$ cat src/include/qu_defs.svh
// Back-end sizing: station, reorder buffer, stage FIFOs and datapath widths
`ifndef QU_DEFS_SVH
`define QU_DEFS_SVH

// Reservation station and reorder buffer entries
`define QU_RS_DEPTH   8
`define QU_ROB_DEPTH  8

// Depth of each stage FIFO
`define QU_FIFO_DEPTH 4

// Scheduler window size, one station read port per slot
`define QU_RD_PORTS   4

// Datapath
`define QU_DATA_W     32
`define QU_PHY_ADDR_W 6

`endif

$ cat src/rtl/qu_pkg.sv
// Back-end types for ALU opcodes, buffer indices, micro-ops and results
`default_nettype none

`include "qu_defs.svh"

package qu_pkg;

    // Shifts take the low bits of operand 2, SLT is signed
    typedef enum logic [2:0] {
        ADD = 3'd0,
        SUB = 3'd1,
        AND = 3'd2,
        OR  = 3'd3,
        XOR = 3'd4,
        SLL = 3'd5,
        SRL = 3'd6,
        SLT = 3'd7
    } alu_op_e;

    typedef logic [$clog2(`QU_ROB_DEPTH)-1:0] rob_addr_t;
    typedef logic [$clog2(`QU_RS_DEPTH)-1:0]  res_st_addr_t;
    typedef logic [`QU_PHY_ADDR_W-1:0]        phy_rf_addr_t;
    typedef logic [`QU_DATA_W-1:0]            phy_rf_data_t;

    // Either a value (ready) or the ROB tag of its producer
    typedef struct packed {
        logic         ready;
        rob_addr_t    tag;
        phy_rf_data_t value;
    } operand_t;

    typedef struct packed {
        logic         valid;
        alu_op_e      op;
        phy_rf_addr_t dest;
        rob_addr_t    rob_addr;
        operand_t     src1;
        operand_t     src2;
    } res_st_cell_t;

    typedef struct packed {
        rob_addr_t    rob_addr;
        phy_rf_data_t value;
    } exec_result_t;

endpackage

`default_nettype wire

$ cat src/rtl/res_st_rd_if.sv
// Scheduler read and issue-clear link into the reservation station
`default_nettype none
`timescale 1ns/1ps

`include "qu_defs.svh"

interface res_st_rd_if import qu_pkg::*; ();

    // Combinational window reads
    res_st_addr_t rd_addr [`QU_RD_PORTS];
    res_st_cell_t rd_cell [`QU_RD_PORTS];

    // Frees the issued entry at the next edge
    logic         clr_en;
    res_st_addr_t clr_addr;

    modport sched (
        output rd_addr,
        output clr_en,
        output clr_addr,
        input  rd_cell
    );

    modport station (
        input  rd_addr,
        input  clr_en,
        input  clr_addr,
        output rd_cell
    );

endinterface

`default_nettype wire

$ cat src/rtl/res_station.sv
// Reservation station holding dispatched micro-ops until their operands resolve
`default_nettype none
`timescale 1ns/1ps

`include "qu_defs.svh"

module res_station import qu_pkg::*; (
    input  logic         clk,
    input  logic         rst_n,
    input  logic         dispatch_en,
    input  res_st_cell_t dispatch_cell,
    input  logic         commit_en,
    input  rob_addr_t    commit_rob_addr,
    input  phy_rf_data_t commit_value,
    res_st_rd_if.station rd,
    output logic         full
);

    logic [`QU_RS_DEPTH-1:0] valid_q;
    res_st_cell_t            cells_q [`QU_RS_DEPTH];
    res_st_cell_t            disp_cell;
    res_st_addr_t            free_idx;
    logic                    do_dispatch;

    // Capture the broadcast value if the operand waits on the committing tag
    function automatic operand_t wake(operand_t opnd);
        operand_t res;
        res = opnd;
        if (commit_en && !opnd.ready && opnd.tag == commit_rob_addr) begin
            res.ready = 1'b1;
            res.value = commit_value;
        end
        return res;
    endfunction

    assign full        = &valid_q;
    assign do_dispatch = dispatch_en && !full;

    // Lowest free entry
    always_comb begin
        free_idx = '0;
        for (int i = `QU_RS_DEPTH - 1; i >= 0; i--) begin
            if (!valid_q[i]) begin
                free_idx = res_st_addr_t'(i);
            end
        end
    end

    // Same-cycle bypass for operands whose producer commits right now
    always_comb begin
        disp_cell      = dispatch_cell;
        disp_cell.src1 = wake(dispatch_cell.src1);
        disp_cell.src2 = wake(dispatch_cell.src2);
    end

    always_ff @(posedge clk) begin
        for (int i = 0; i < `QU_RS_DEPTH; i++) begin
            if (do_dispatch && free_idx == res_st_addr_t'(i)) begin
                cells_q[i] <= disp_cell;
            end else begin
                cells_q[i].src1 <= wake(cells_q[i].src1);
                cells_q[i].src2 <= wake(cells_q[i].src2);
            end
        end
    end

    always_ff @(posedge clk or negedge rst_n) begin
        if (!rst_n) begin
            valid_q <= '0;
        end else begin
            if (rd.clr_en) begin
                valid_q[rd.clr_addr] <= 1'b0;
            end
            if (do_dispatch) begin
                valid_q[free_idx] <= 1'b1;
            end
        end
    end

    always_comb begin
        for (int p = 0; p < `QU_RD_PORTS; p++) begin
            rd.rd_cell[p]       = cells_q[rd.rd_addr[p]];
            rd.rd_cell[p].valid = valid_q[rd.rd_addr[p]];
        end
    end

    a_no_dispatch_full: assert property (@(posedge clk) disable iff (!rst_n)
        dispatch_en |-> !full);

    // Scheduler may only free a live entry
    a_clear_valid: assert property (@(posedge clk) disable iff (!rst_n)
        rd.clr_en |-> valid_q[rd.clr_addr]);

endmodule

`default_nettype wire

$ cat src/rtl/schedule.sv
// Scheduler picking one ready micro-op per cycle from an alternating window
`default_nettype none
`timescale 1ns/1ps

`include "qu_defs.svh"

module schedule import qu_pkg::*; (
    input  logic         clk,
    input  logic         rst_n,
    input  logic         en,
    input  logic         fifo_full,
    res_st_rd_if.sched   rs,
    output logic         fifo_wr_en,
    output res_st_cell_t op_out
);

    localparam int PICK_W = $clog2(`QU_RD_PORTS);

    res_st_addr_t      base_q;
    logic [PICK_W-1:0] pick;
    logic              found;
    logic              issue;

    // Window base steps 0, 4, 0, ... on enabled cycles
    always_ff @(posedge clk or negedge rst_n) begin
        if (!rst_n) begin
            base_q <= '0;
        end else if (en) begin
            base_q <= base_q + res_st_addr_t'(`QU_RD_PORTS);
        end
    end

    always_comb begin
        found = 1'b0;
        pick  = '0;
        for (int p = `QU_RD_PORTS - 1; p >= 0; p--) begin
            rs.rd_addr[p] = base_q + res_st_addr_t'(p);
            if (rs.rd_cell[p].valid && rs.rd_cell[p].src1.ready &&
                rs.rd_cell[p].src2.ready) begin
                found = 1'b1;
                pick  = PICK_W'(p);
            end
        end
    end

    assign issue       = en && !fifo_full && found;
    assign fifo_wr_en  = issue;
    assign op_out      = rs.rd_cell[pick];
    assign rs.clr_en   = issue;
    assign rs.clr_addr = rs.rd_addr[pick];

endmodule

`default_nettype wire

$ cat src/rtl/qu_fifo.sv
// Synchronous stage FIFO with the head word visible on the output
`default_nettype none
`timescale 1ns/1ps

module qu_fifo #(
    parameter int WIDTH = 32,
    parameter int DEPTH = 4
) (
    input  logic             clk,
    input  logic             rst_n,
    input  logic             wr_en,
    input  logic [WIDTH-1:0] data_in,
    input  logic             rd_en,
    output logic [WIDTH-1:0] data_out,
    output logic             empty,
    output logic             full
);

    localparam int PTR_W = (DEPTH > 1) ? $clog2(DEPTH) : 1;
    localparam int CNT_W = $clog2(DEPTH + 1);

    logic [WIDTH-1:0] mem [DEPTH];
    logic [PTR_W-1:0] wr_ptr;
    logic [PTR_W-1:0] rd_ptr;
    logic [CNT_W-1:0] count;
    logic             do_wr;
    logic             do_rd;

    function automatic logic [PTR_W-1:0] next_ptr(logic [PTR_W-1:0] ptr);
        return (ptr == PTR_W'(DEPTH - 1)) ? '0 : ptr + 1'b1;
    endfunction

    assign do_wr    = wr_en && !full;
    assign do_rd    = rd_en && !empty;
    assign empty    = count == '0;
    assign full     = count == CNT_W'(DEPTH);
    assign data_out = mem[rd_ptr];

    always_ff @(posedge clk) begin
        if (do_wr) begin
            mem[wr_ptr] <= data_in;
        end
    end

    always_ff @(posedge clk or negedge rst_n) begin
        if (!rst_n) begin
            wr_ptr <= '0;
            rd_ptr <= '0;
            count  <= '0;
        end else begin
            if (do_wr) begin
                wr_ptr <= next_ptr(wr_ptr);
            end
            if (do_rd) begin
                rd_ptr <= next_ptr(rd_ptr);
            end
            case ({do_wr, do_rd})
                2'b10:   count <= count + 1'b1;
                2'b01:   count <= count - 1'b1;
                default: count <= count;
            endcase
        end
    end

    a_no_overflow: assert property (@(posedge clk) disable iff (!rst_n)
        wr_en |-> !full);

    a_no_underflow: assert property (@(posedge clk) disable iff (!rst_n)
        rd_en |-> !empty);

endmodule

`default_nettype wire

$ cat src/rtl/execute.sv
// Combinational ALU moving one micro-op per cycle from FIFO 1 to FIFO 2
`default_nettype none
`timescale 1ns/1ps

module execute import qu_pkg::*; (
    input  res_st_cell_t op_in,
    input  logic         in_valid,
    input  logic         out_full,
    output logic         in_rd_en,
    output logic         out_wr_en,
    output exec_result_t result
);

    localparam int SHAMT_W = $clog2($bits(phy_rf_data_t));

    phy_rf_data_t       a;
    phy_rf_data_t       b;
    logic [SHAMT_W-1:0] shamt;

    assign a     = op_in.src1.value;
    assign b     = op_in.src2.value;
    assign shamt = b[SHAMT_W-1:0];

    // Pop and push together
    assign in_rd_en  = in_valid && !out_full;
    assign out_wr_en = in_rd_en;

    always_comb begin
        result.rob_addr = op_in.rob_addr;
        case (op_in.op)
            ADD:     result.value = a + b;
            SUB:     result.value = a - b;
            AND:     result.value = a & b;
            OR:      result.value = a | b;
            XOR:     result.value = a ^ b;
            SLL:     result.value = a << shamt;
            SRL:     result.value = a >> shamt;
            SLT:     result.value = phy_rf_data_t'($signed(a) < $signed(b));
            default: result.value = '0;
        endcase
    end

endmodule

`default_nettype wire

$ cat src/rtl/retire.sv
// Reorder buffer allocating at dispatch and committing results in program order
`default_nettype none
`timescale 1ns/1ps

`include "qu_defs.svh"

module retire import qu_pkg::*; (
    input  logic         clk,
    input  logic         rst_n,
    input  logic         alloc_en,
    input  phy_rf_addr_t alloc_dest,
    input  logic         res_valid,
    input  exec_result_t res_in,
    output logic         res_rd_en,
    output rob_addr_t    rob_tail_ptr,
    output logic         rob_full,
    output logic         commit_en,
    output rob_addr_t    commit_rob_addr,
    output phy_rf_addr_t commit_phy_addr,
    output phy_rf_data_t commit_value
);

    localparam int CNT_W = $clog2(`QU_ROB_DEPTH + 1);

    logic [`QU_ROB_DEPTH-1:0] busy_q;
    logic [`QU_ROB_DEPTH-1:0] done_q;
    phy_rf_addr_t             dest_q  [`QU_ROB_DEPTH];
    phy_rf_data_t             value_q [`QU_ROB_DEPTH];
    rob_addr_t                head_q;
    rob_addr_t                tail_q;
    logic [CNT_W-1:0]         count_q;
    logic                     do_alloc;

    assign do_alloc     = alloc_en && !rob_full;
    assign rob_tail_ptr = tail_q;
    assign rob_full     = count_q == CNT_W'(`QU_ROB_DEPTH);

    // Every result already owns a slot
    assign res_rd_en = res_valid;

    // Head commits the cycle after its result lands
    assign commit_en       = busy_q[head_q] && done_q[head_q];
    assign commit_rob_addr = head_q;
    assign commit_phy_addr = dest_q[head_q];
    assign commit_value    = value_q[head_q];

    always_ff @(posedge clk) begin
        if (do_alloc) begin
            dest_q[tail_q] <= alloc_dest;
        end
        if (res_valid) begin
            value_q[res_in.rob_addr] <= res_in.value;
        end
    end

    // Pointers wrap naturally, depth is a power of two
    always_ff @(posedge clk or negedge rst_n) begin
        if (!rst_n) begin
            busy_q  <= '0;
            done_q  <= '0;
            head_q  <= '0;
            tail_q  <= '0;
            count_q <= '0;
        end else begin
            if (res_valid) begin
                done_q[res_in.rob_addr] <= 1'b1;
            end
            if (commit_en) begin
                busy_q[head_q] <= 1'b0;
                done_q[head_q] <= 1'b0;
                head_q         <= head_q + 1'b1;
            end
            if (do_alloc) begin
                busy_q[tail_q] <= 1'b1;
                done_q[tail_q] <= 1'b0;
                tail_q         <= tail_q + 1'b1;
            end
            count_q <= count_q + CNT_W'(do_alloc) - CNT_W'(commit_en);
        end
    end

    // A result must land on an allocated, still pending slot
    a_result_busy: assert property (@(posedge clk) disable iff (!rst_n)
        res_valid |-> busy_q[res_in.rob_addr] && !done_q[res_in.rob_addr]);

endmodule

`default_nettype wire

$ cat src/rtl/back_end.sv
// Back-end top joining station, scheduler, ALU, stage FIFOs and reorder buffer
`default_nettype none
`timescale 1ns/1ps

`include "qu_defs.svh"

module back_end import qu_pkg::*; (
    input  logic         clk,
    input  logic         rst_n,
    input  logic         schedule_en,

    input  logic         dispatch_en,
    input  alu_op_e      dispatch_op,
    input  phy_rf_addr_t dispatch_dest,
    input  logic         src1_ready,
    input  rob_addr_t    src1_tag,
    input  phy_rf_data_t src1_value,
    input  logic         src2_ready,
    input  rob_addr_t    src2_tag,
    input  phy_rf_data_t src2_value,

    output rob_addr_t    rob_tail_ptr,
    output logic         rob_full,
    output logic         res_st_full,
    output logic         commit_en,
    output rob_addr_t    commit_rob_addr,
    output phy_rf_addr_t commit_phy_addr,
    output phy_rf_data_t commit_value
);

    res_st_cell_t dispatch_cell;
    logic         dispatch_ok;

    logic         sched_wr_en;
    res_st_cell_t sched_op;
    logic         fifo1_empty;
    logic         fifo1_full;
    logic         fifo1_rd_en;
    res_st_cell_t exec_op;

    logic         exec_wr_en;
    exec_result_t exec_res;
    logic         fifo2_empty;
    logic         fifo2_full;
    logic         fifo2_rd_en;
    exec_result_t ret_res;

    // Accepted only with room in both station and ROB
    assign dispatch_ok = dispatch_en && !res_st_full && !rob_full;

    always_comb begin
        dispatch_cell.valid      = 1'b1;
        dispatch_cell.op         = dispatch_op;
        dispatch_cell.dest       = dispatch_dest;
        dispatch_cell.rob_addr   = rob_tail_ptr;
        dispatch_cell.src1.ready = src1_ready;
        dispatch_cell.src1.tag   = src1_tag;
        dispatch_cell.src1.value = src1_value;
        dispatch_cell.src2.ready = src2_ready;
        dispatch_cell.src2.tag   = src2_tag;
        dispatch_cell.src2.value = src2_value;
    end

    res_st_rd_if u_rd_if ();

    // Station applies its own full test on top of the ROB one
    res_station u_res_station (
        .clk             (clk),
        .rst_n           (rst_n),
        .dispatch_en     (dispatch_en && !rob_full),
        .dispatch_cell   (dispatch_cell),
        .commit_en       (commit_en),
        .commit_rob_addr (commit_rob_addr),
        .commit_value    (commit_value),
        .rd              (u_rd_if.station),
        .full            (res_st_full)
    );

    schedule u_schedule (
        .clk        (clk),
        .rst_n      (rst_n),
        .en         (schedule_en),
        .fifo_full  (fifo1_full),
        .rs         (u_rd_if.sched),
        .fifo_wr_en (sched_wr_en),
        .op_out     (sched_op)
    );

    qu_fifo #(
        .WIDTH ($bits(res_st_cell_t)),
        .DEPTH (`QU_FIFO_DEPTH)
    ) u_fifo_sched_exec (
        .clk      (clk),
        .rst_n    (rst_n),
        .wr_en    (sched_wr_en),
        .data_in  (sched_op),
        .rd_en    (fifo1_rd_en),
        .data_out (exec_op),
        .empty    (fifo1_empty),
        .full     (fifo1_full)
    );

    execute u_execute (
        .op_in     (exec_op),
        .in_valid  (!fifo1_empty),
        .out_full  (fifo2_full),
        .in_rd_en  (fifo1_rd_en),
        .out_wr_en (exec_wr_en),
        .result    (exec_res)
    );

    qu_fifo #(
        .WIDTH ($bits(exec_result_t)),
        .DEPTH (`QU_FIFO_DEPTH)
    ) u_fifo_exec_ret (
        .clk      (clk),
        .rst_n    (rst_n),
        .wr_en    (exec_wr_en),
        .data_in  (exec_res),
        .rd_en    (fifo2_rd_en),
        .data_out (ret_res),
        .empty    (fifo2_empty),
        .full     (fifo2_full)
    );

    retire u_retire (
        .clk             (clk),
        .rst_n           (rst_n),
        .alloc_en        (dispatch_ok),
        .alloc_dest      (dispatch_dest),
        .res_valid       (!fifo2_empty),
        .res_in          (ret_res),
        .res_rd_en       (fifo2_rd_en),
        .rob_tail_ptr    (rob_tail_ptr),
        .rob_full        (rob_full),
        .commit_en       (commit_en),
        .commit_rob_addr (commit_rob_addr),
        .commit_phy_addr (commit_phy_addr),
        .commit_value    (commit_value)
    );

    a_no_dispatch_rob_full: assert property (@(posedge clk) disable iff (!rst_n)
        dispatch_en |-> !rob_full);

endmodule

`default_nettype wire

$ cat config.mk
export PLATFORM = sky130hd
export DESIGN_NAME = back_end
export DESIGN_NICKNAME = d
export VERILOG_FILES = /design/src/rtl/qu_pkg.sv /design/src/rtl/res_st_rd_if.sv /design/src/rtl/res_station.sv /design/src/rtl/schedule.sv /design/src/rtl/qu_fifo.sv /design/src/rtl/execute.sv /design/src/rtl/retire.sv /design/src/rtl/back_end.sv
export VERILOG_INCLUDE_DIRS = /design/src /design/src/include
export SDC_FILE = /design/constraint.sdc
export NUM_CORES = 2
export LEC_CHECK = 0
export BUFFER_PORTS_ARGS = -buffer_cell sky130_fd_sc_hd__clkbuf_2
export CORE_MARGIN = 2
export CORE_UTILIZATION = 45
export DETAILED_ROUTE_END_ITERATION = 8
export SLEW_MARGIN = 40
export SYNTH_ARGS = -nofsm -noshare
export SYNTH_HDL_FRONTEND = slang
export SYNTH_HIERARCHICAL = 1
export SYNTH_SLANG_ARGS = --single-unit
$ cat constraint.sdc
create_clock -name clk -period 5.45 [get_ports clk]
set_clock_uncertainty 0.2 [all_clocks]
set_input_delay 0.8175 -clock clk [delete_from_list [all_inputs] [get_ports clk]]
set_output_delay 0.8175 -clock clk [all_outputs]
set_load 0.02 [all_outputs]
==> results_dict.tcl <==
set metrics [dict create \
    synth_cells 5449 \
    io_buffers 131 \
    crit_start "u_fifo_sched_exec/rd_ptr[0]" \
    viasPerCell 6.732 \
    drive_above_1_share_pct 39.86 \
    clock_path_buffers 3 \
    fin_nets 5611 \
    die_h_um 435.1 \
    cts_tree "yes" \
    period_needed_ns 5.132 \
    criticalPathCategory "reg -> reg" \
    dpl_cell_area_um2 87290 \
    netlist_area_um2 83620 \
    fin_tns_setup_ns 0 \
    rrSetupSlack_ns 0.32 \
    fp.dieArea_um2 189300 \
    grt_pass1_wl_mm 392.1 \
    ctsResizeCount 0 \
    drcViolationCount 0 \
    grt_usage_pct 28.59 \
    chipWidth_um 435.1 \
    globalRoute.totalOverflow 0 \
    initial_core_util_pct 45.19 \
    postCtsHoldBufs 1 \
    synth_warnings 6 \
    setup-violations-final 0 \
    fillCellCount 15540 \
    antenna_found_initial 20 \
    finalHoldViolCount 0 \
    cts_made_buffers 156 \
    rows 158 \
    clk_latency_ns 0.84 \
    avgSynthCellArea_um2 15.35 \
    h-tree-depth 4 \
    critical_path.endpoint "u_fifo_exec_ret/mem[0][22]" \
    grt_pass1_vias 53780 \
    r2r_start "u_fifo_sched_exec/rd_ptr[0]" \
    required_ns 5.76 \
    placed_cells 7725 \
    rr_worst_depth 13 \
    status "finished clean" \
    cp.arrival_ns 5.44 \
    grt_max_degree 147 \
    slew_violations 0 \
    fmax_mhz 194.9 \
    pre_cts_slack_ns 0.4199 \
    ant_nets 0 \
    rsz0062_at_grt "false" \
    ios 132 \
    syn2layout_area_growth_pct 10.74 \
    num_vias 54010 \
    final_cells 8023 \
    place.gp.congestion 1.011 \
    worst_pin_slew_ns 1.033 \
    r2r-end "u_fifo_exec_ret/mem[0][22]" \
    maxSlewHeadroom_pct 31.12 \
    cp_max_fo 21 \
    endpoint_kind "register" \
    drt_iter0_markers 6235 \
    dp_hpwl_mm 171.9 \
    postCtsSetupRepairBufs 0 \
    core_area_um2 185000 \
    cp-start-kind "register" \
    hold_class "in -> reg" \
    fin_crit_sh_pct 94.16 \
    drv_cap 0 \
    wl_per_cell_um 34.34 \
    wirelength_mm 275.5 \
    drt_first_pass_iters 8 \
    numClockSinks 1397 \
    worst_slack_ns 0.3184 \
    stdcell_area_um2 92610 \
    root_buffer "clkbuf_16" \
    clk_pin_slew_worst_paths_ns 0.06 \
]
worst min-delay path by stage:
stage / to / cells past startpoint / startpoint / slack [ns]
finish: u_retire/dest_q[4][3] / 1 / dispatch_dest[3] / 0.07
global route: u_retire/dest_q[4][3] / 1 / dispatch_dest[3] / 0.05
CTS: u_retire/dest_q[5][0] / 1 / dispatch_dest[0] / 0.02
detailed placement: u_retire/busy_q[3] / 1 / u_retire/busy_q[3] / 0.27
global placement: u_retire/busy_q[3] / 1 / u_retire/busy_q[3] / 0.27
floorplan: u_retire/busy_q[6] / 1 / u_retire/busy_q[6] / 0.24
placed cells by master (no fill, tap or decap), types with 27 or more instances in the layout:
master        n
o211ai_1     37
o21ai_0      94
ha_1        116
nand4b_1     75
o311ai_0     69
nor3_1       32
dfrtp_1      42
mux4_2      734
clkbuf_2    130
a22oi_1      37
a2bb2oi_1    70
clkbuf_1     34
clkinv_1     27
nand3_1      30
nor2_1      173
xor2_1       39
clkbuf_16   158
mux2_1       79
inv_1       144
mux2i_1      85
mux2_2      769
nand2_1     145
edfxtp_1   1332
xnor2_1      48
buf_4       165
o22ai_1      28
a21oi_1     229
buf_12       30
nand2b_1     27
registers in the layout, summed over array words and instances (netlist names), 4 cells and up:
| register | count |
|---|---|
| u_fifo_exec_ret/mem | 140 |
| u_retire/busy_q | 8 |
| u_retire/value_q | 256 |
| u_retire/count_q | 4 |
| u_fifo_sched_exec/mem | 280 |
| u_res_station/cells_q | 624 |
| u_retire/dest_q | 48 |
| u_res_station/valid_q | 8 |
| u_retire/done_q | 8 |
layer usage:
layer  track usage [%]  wire (um)
met1             37.91     108900
met2             46.37     131600
met3             5.263      23170
met4             12.00      11830
met5                 0         33
final cells by class:
class	count	area [um^2]	area share [%]
timing repair buffer	332	2611	2.820
clock inverter	96	1140	1.231
multi-input combinational	3370	39530	42.68
sequential	1397	41570	44.89
tap	2480	3103	3.351
antenna	8	20.02	0.02162
inverter	148	555.5	0.5999
clock buffer	192	4081	4.407
stage by stage:
step / hold slack, ns / utilization, %
floorplan: 0.2444 / -
global placement: 0.2657 / 47.07
detailed placement: 0.2664 / 47.17
CTS: 0.02491 / 50.00
global route: 0.04783 / 50.04
finish: 0.07157 / 50.05
critical path, cell delays in order (launching register included):
cell and delay [ns]:
dfrtp_4 0.68, mux4_4 0.91, ha_1 0.32, inv_1 0.10, fa_1 0.23, nor2b_1 0.07
o31a_1 0.29, o21a_1 0.28, a21oi_1 0.51, nor2_1 0.17, o2111a_1 0.30, o221ai_1 0.21
xnor2_1 0.09, o21ai_0 0.45
Power is left out: the tool's default activity adds up to more than one toggle a clock period on the data nets, which glitch-free logic cannot reach.
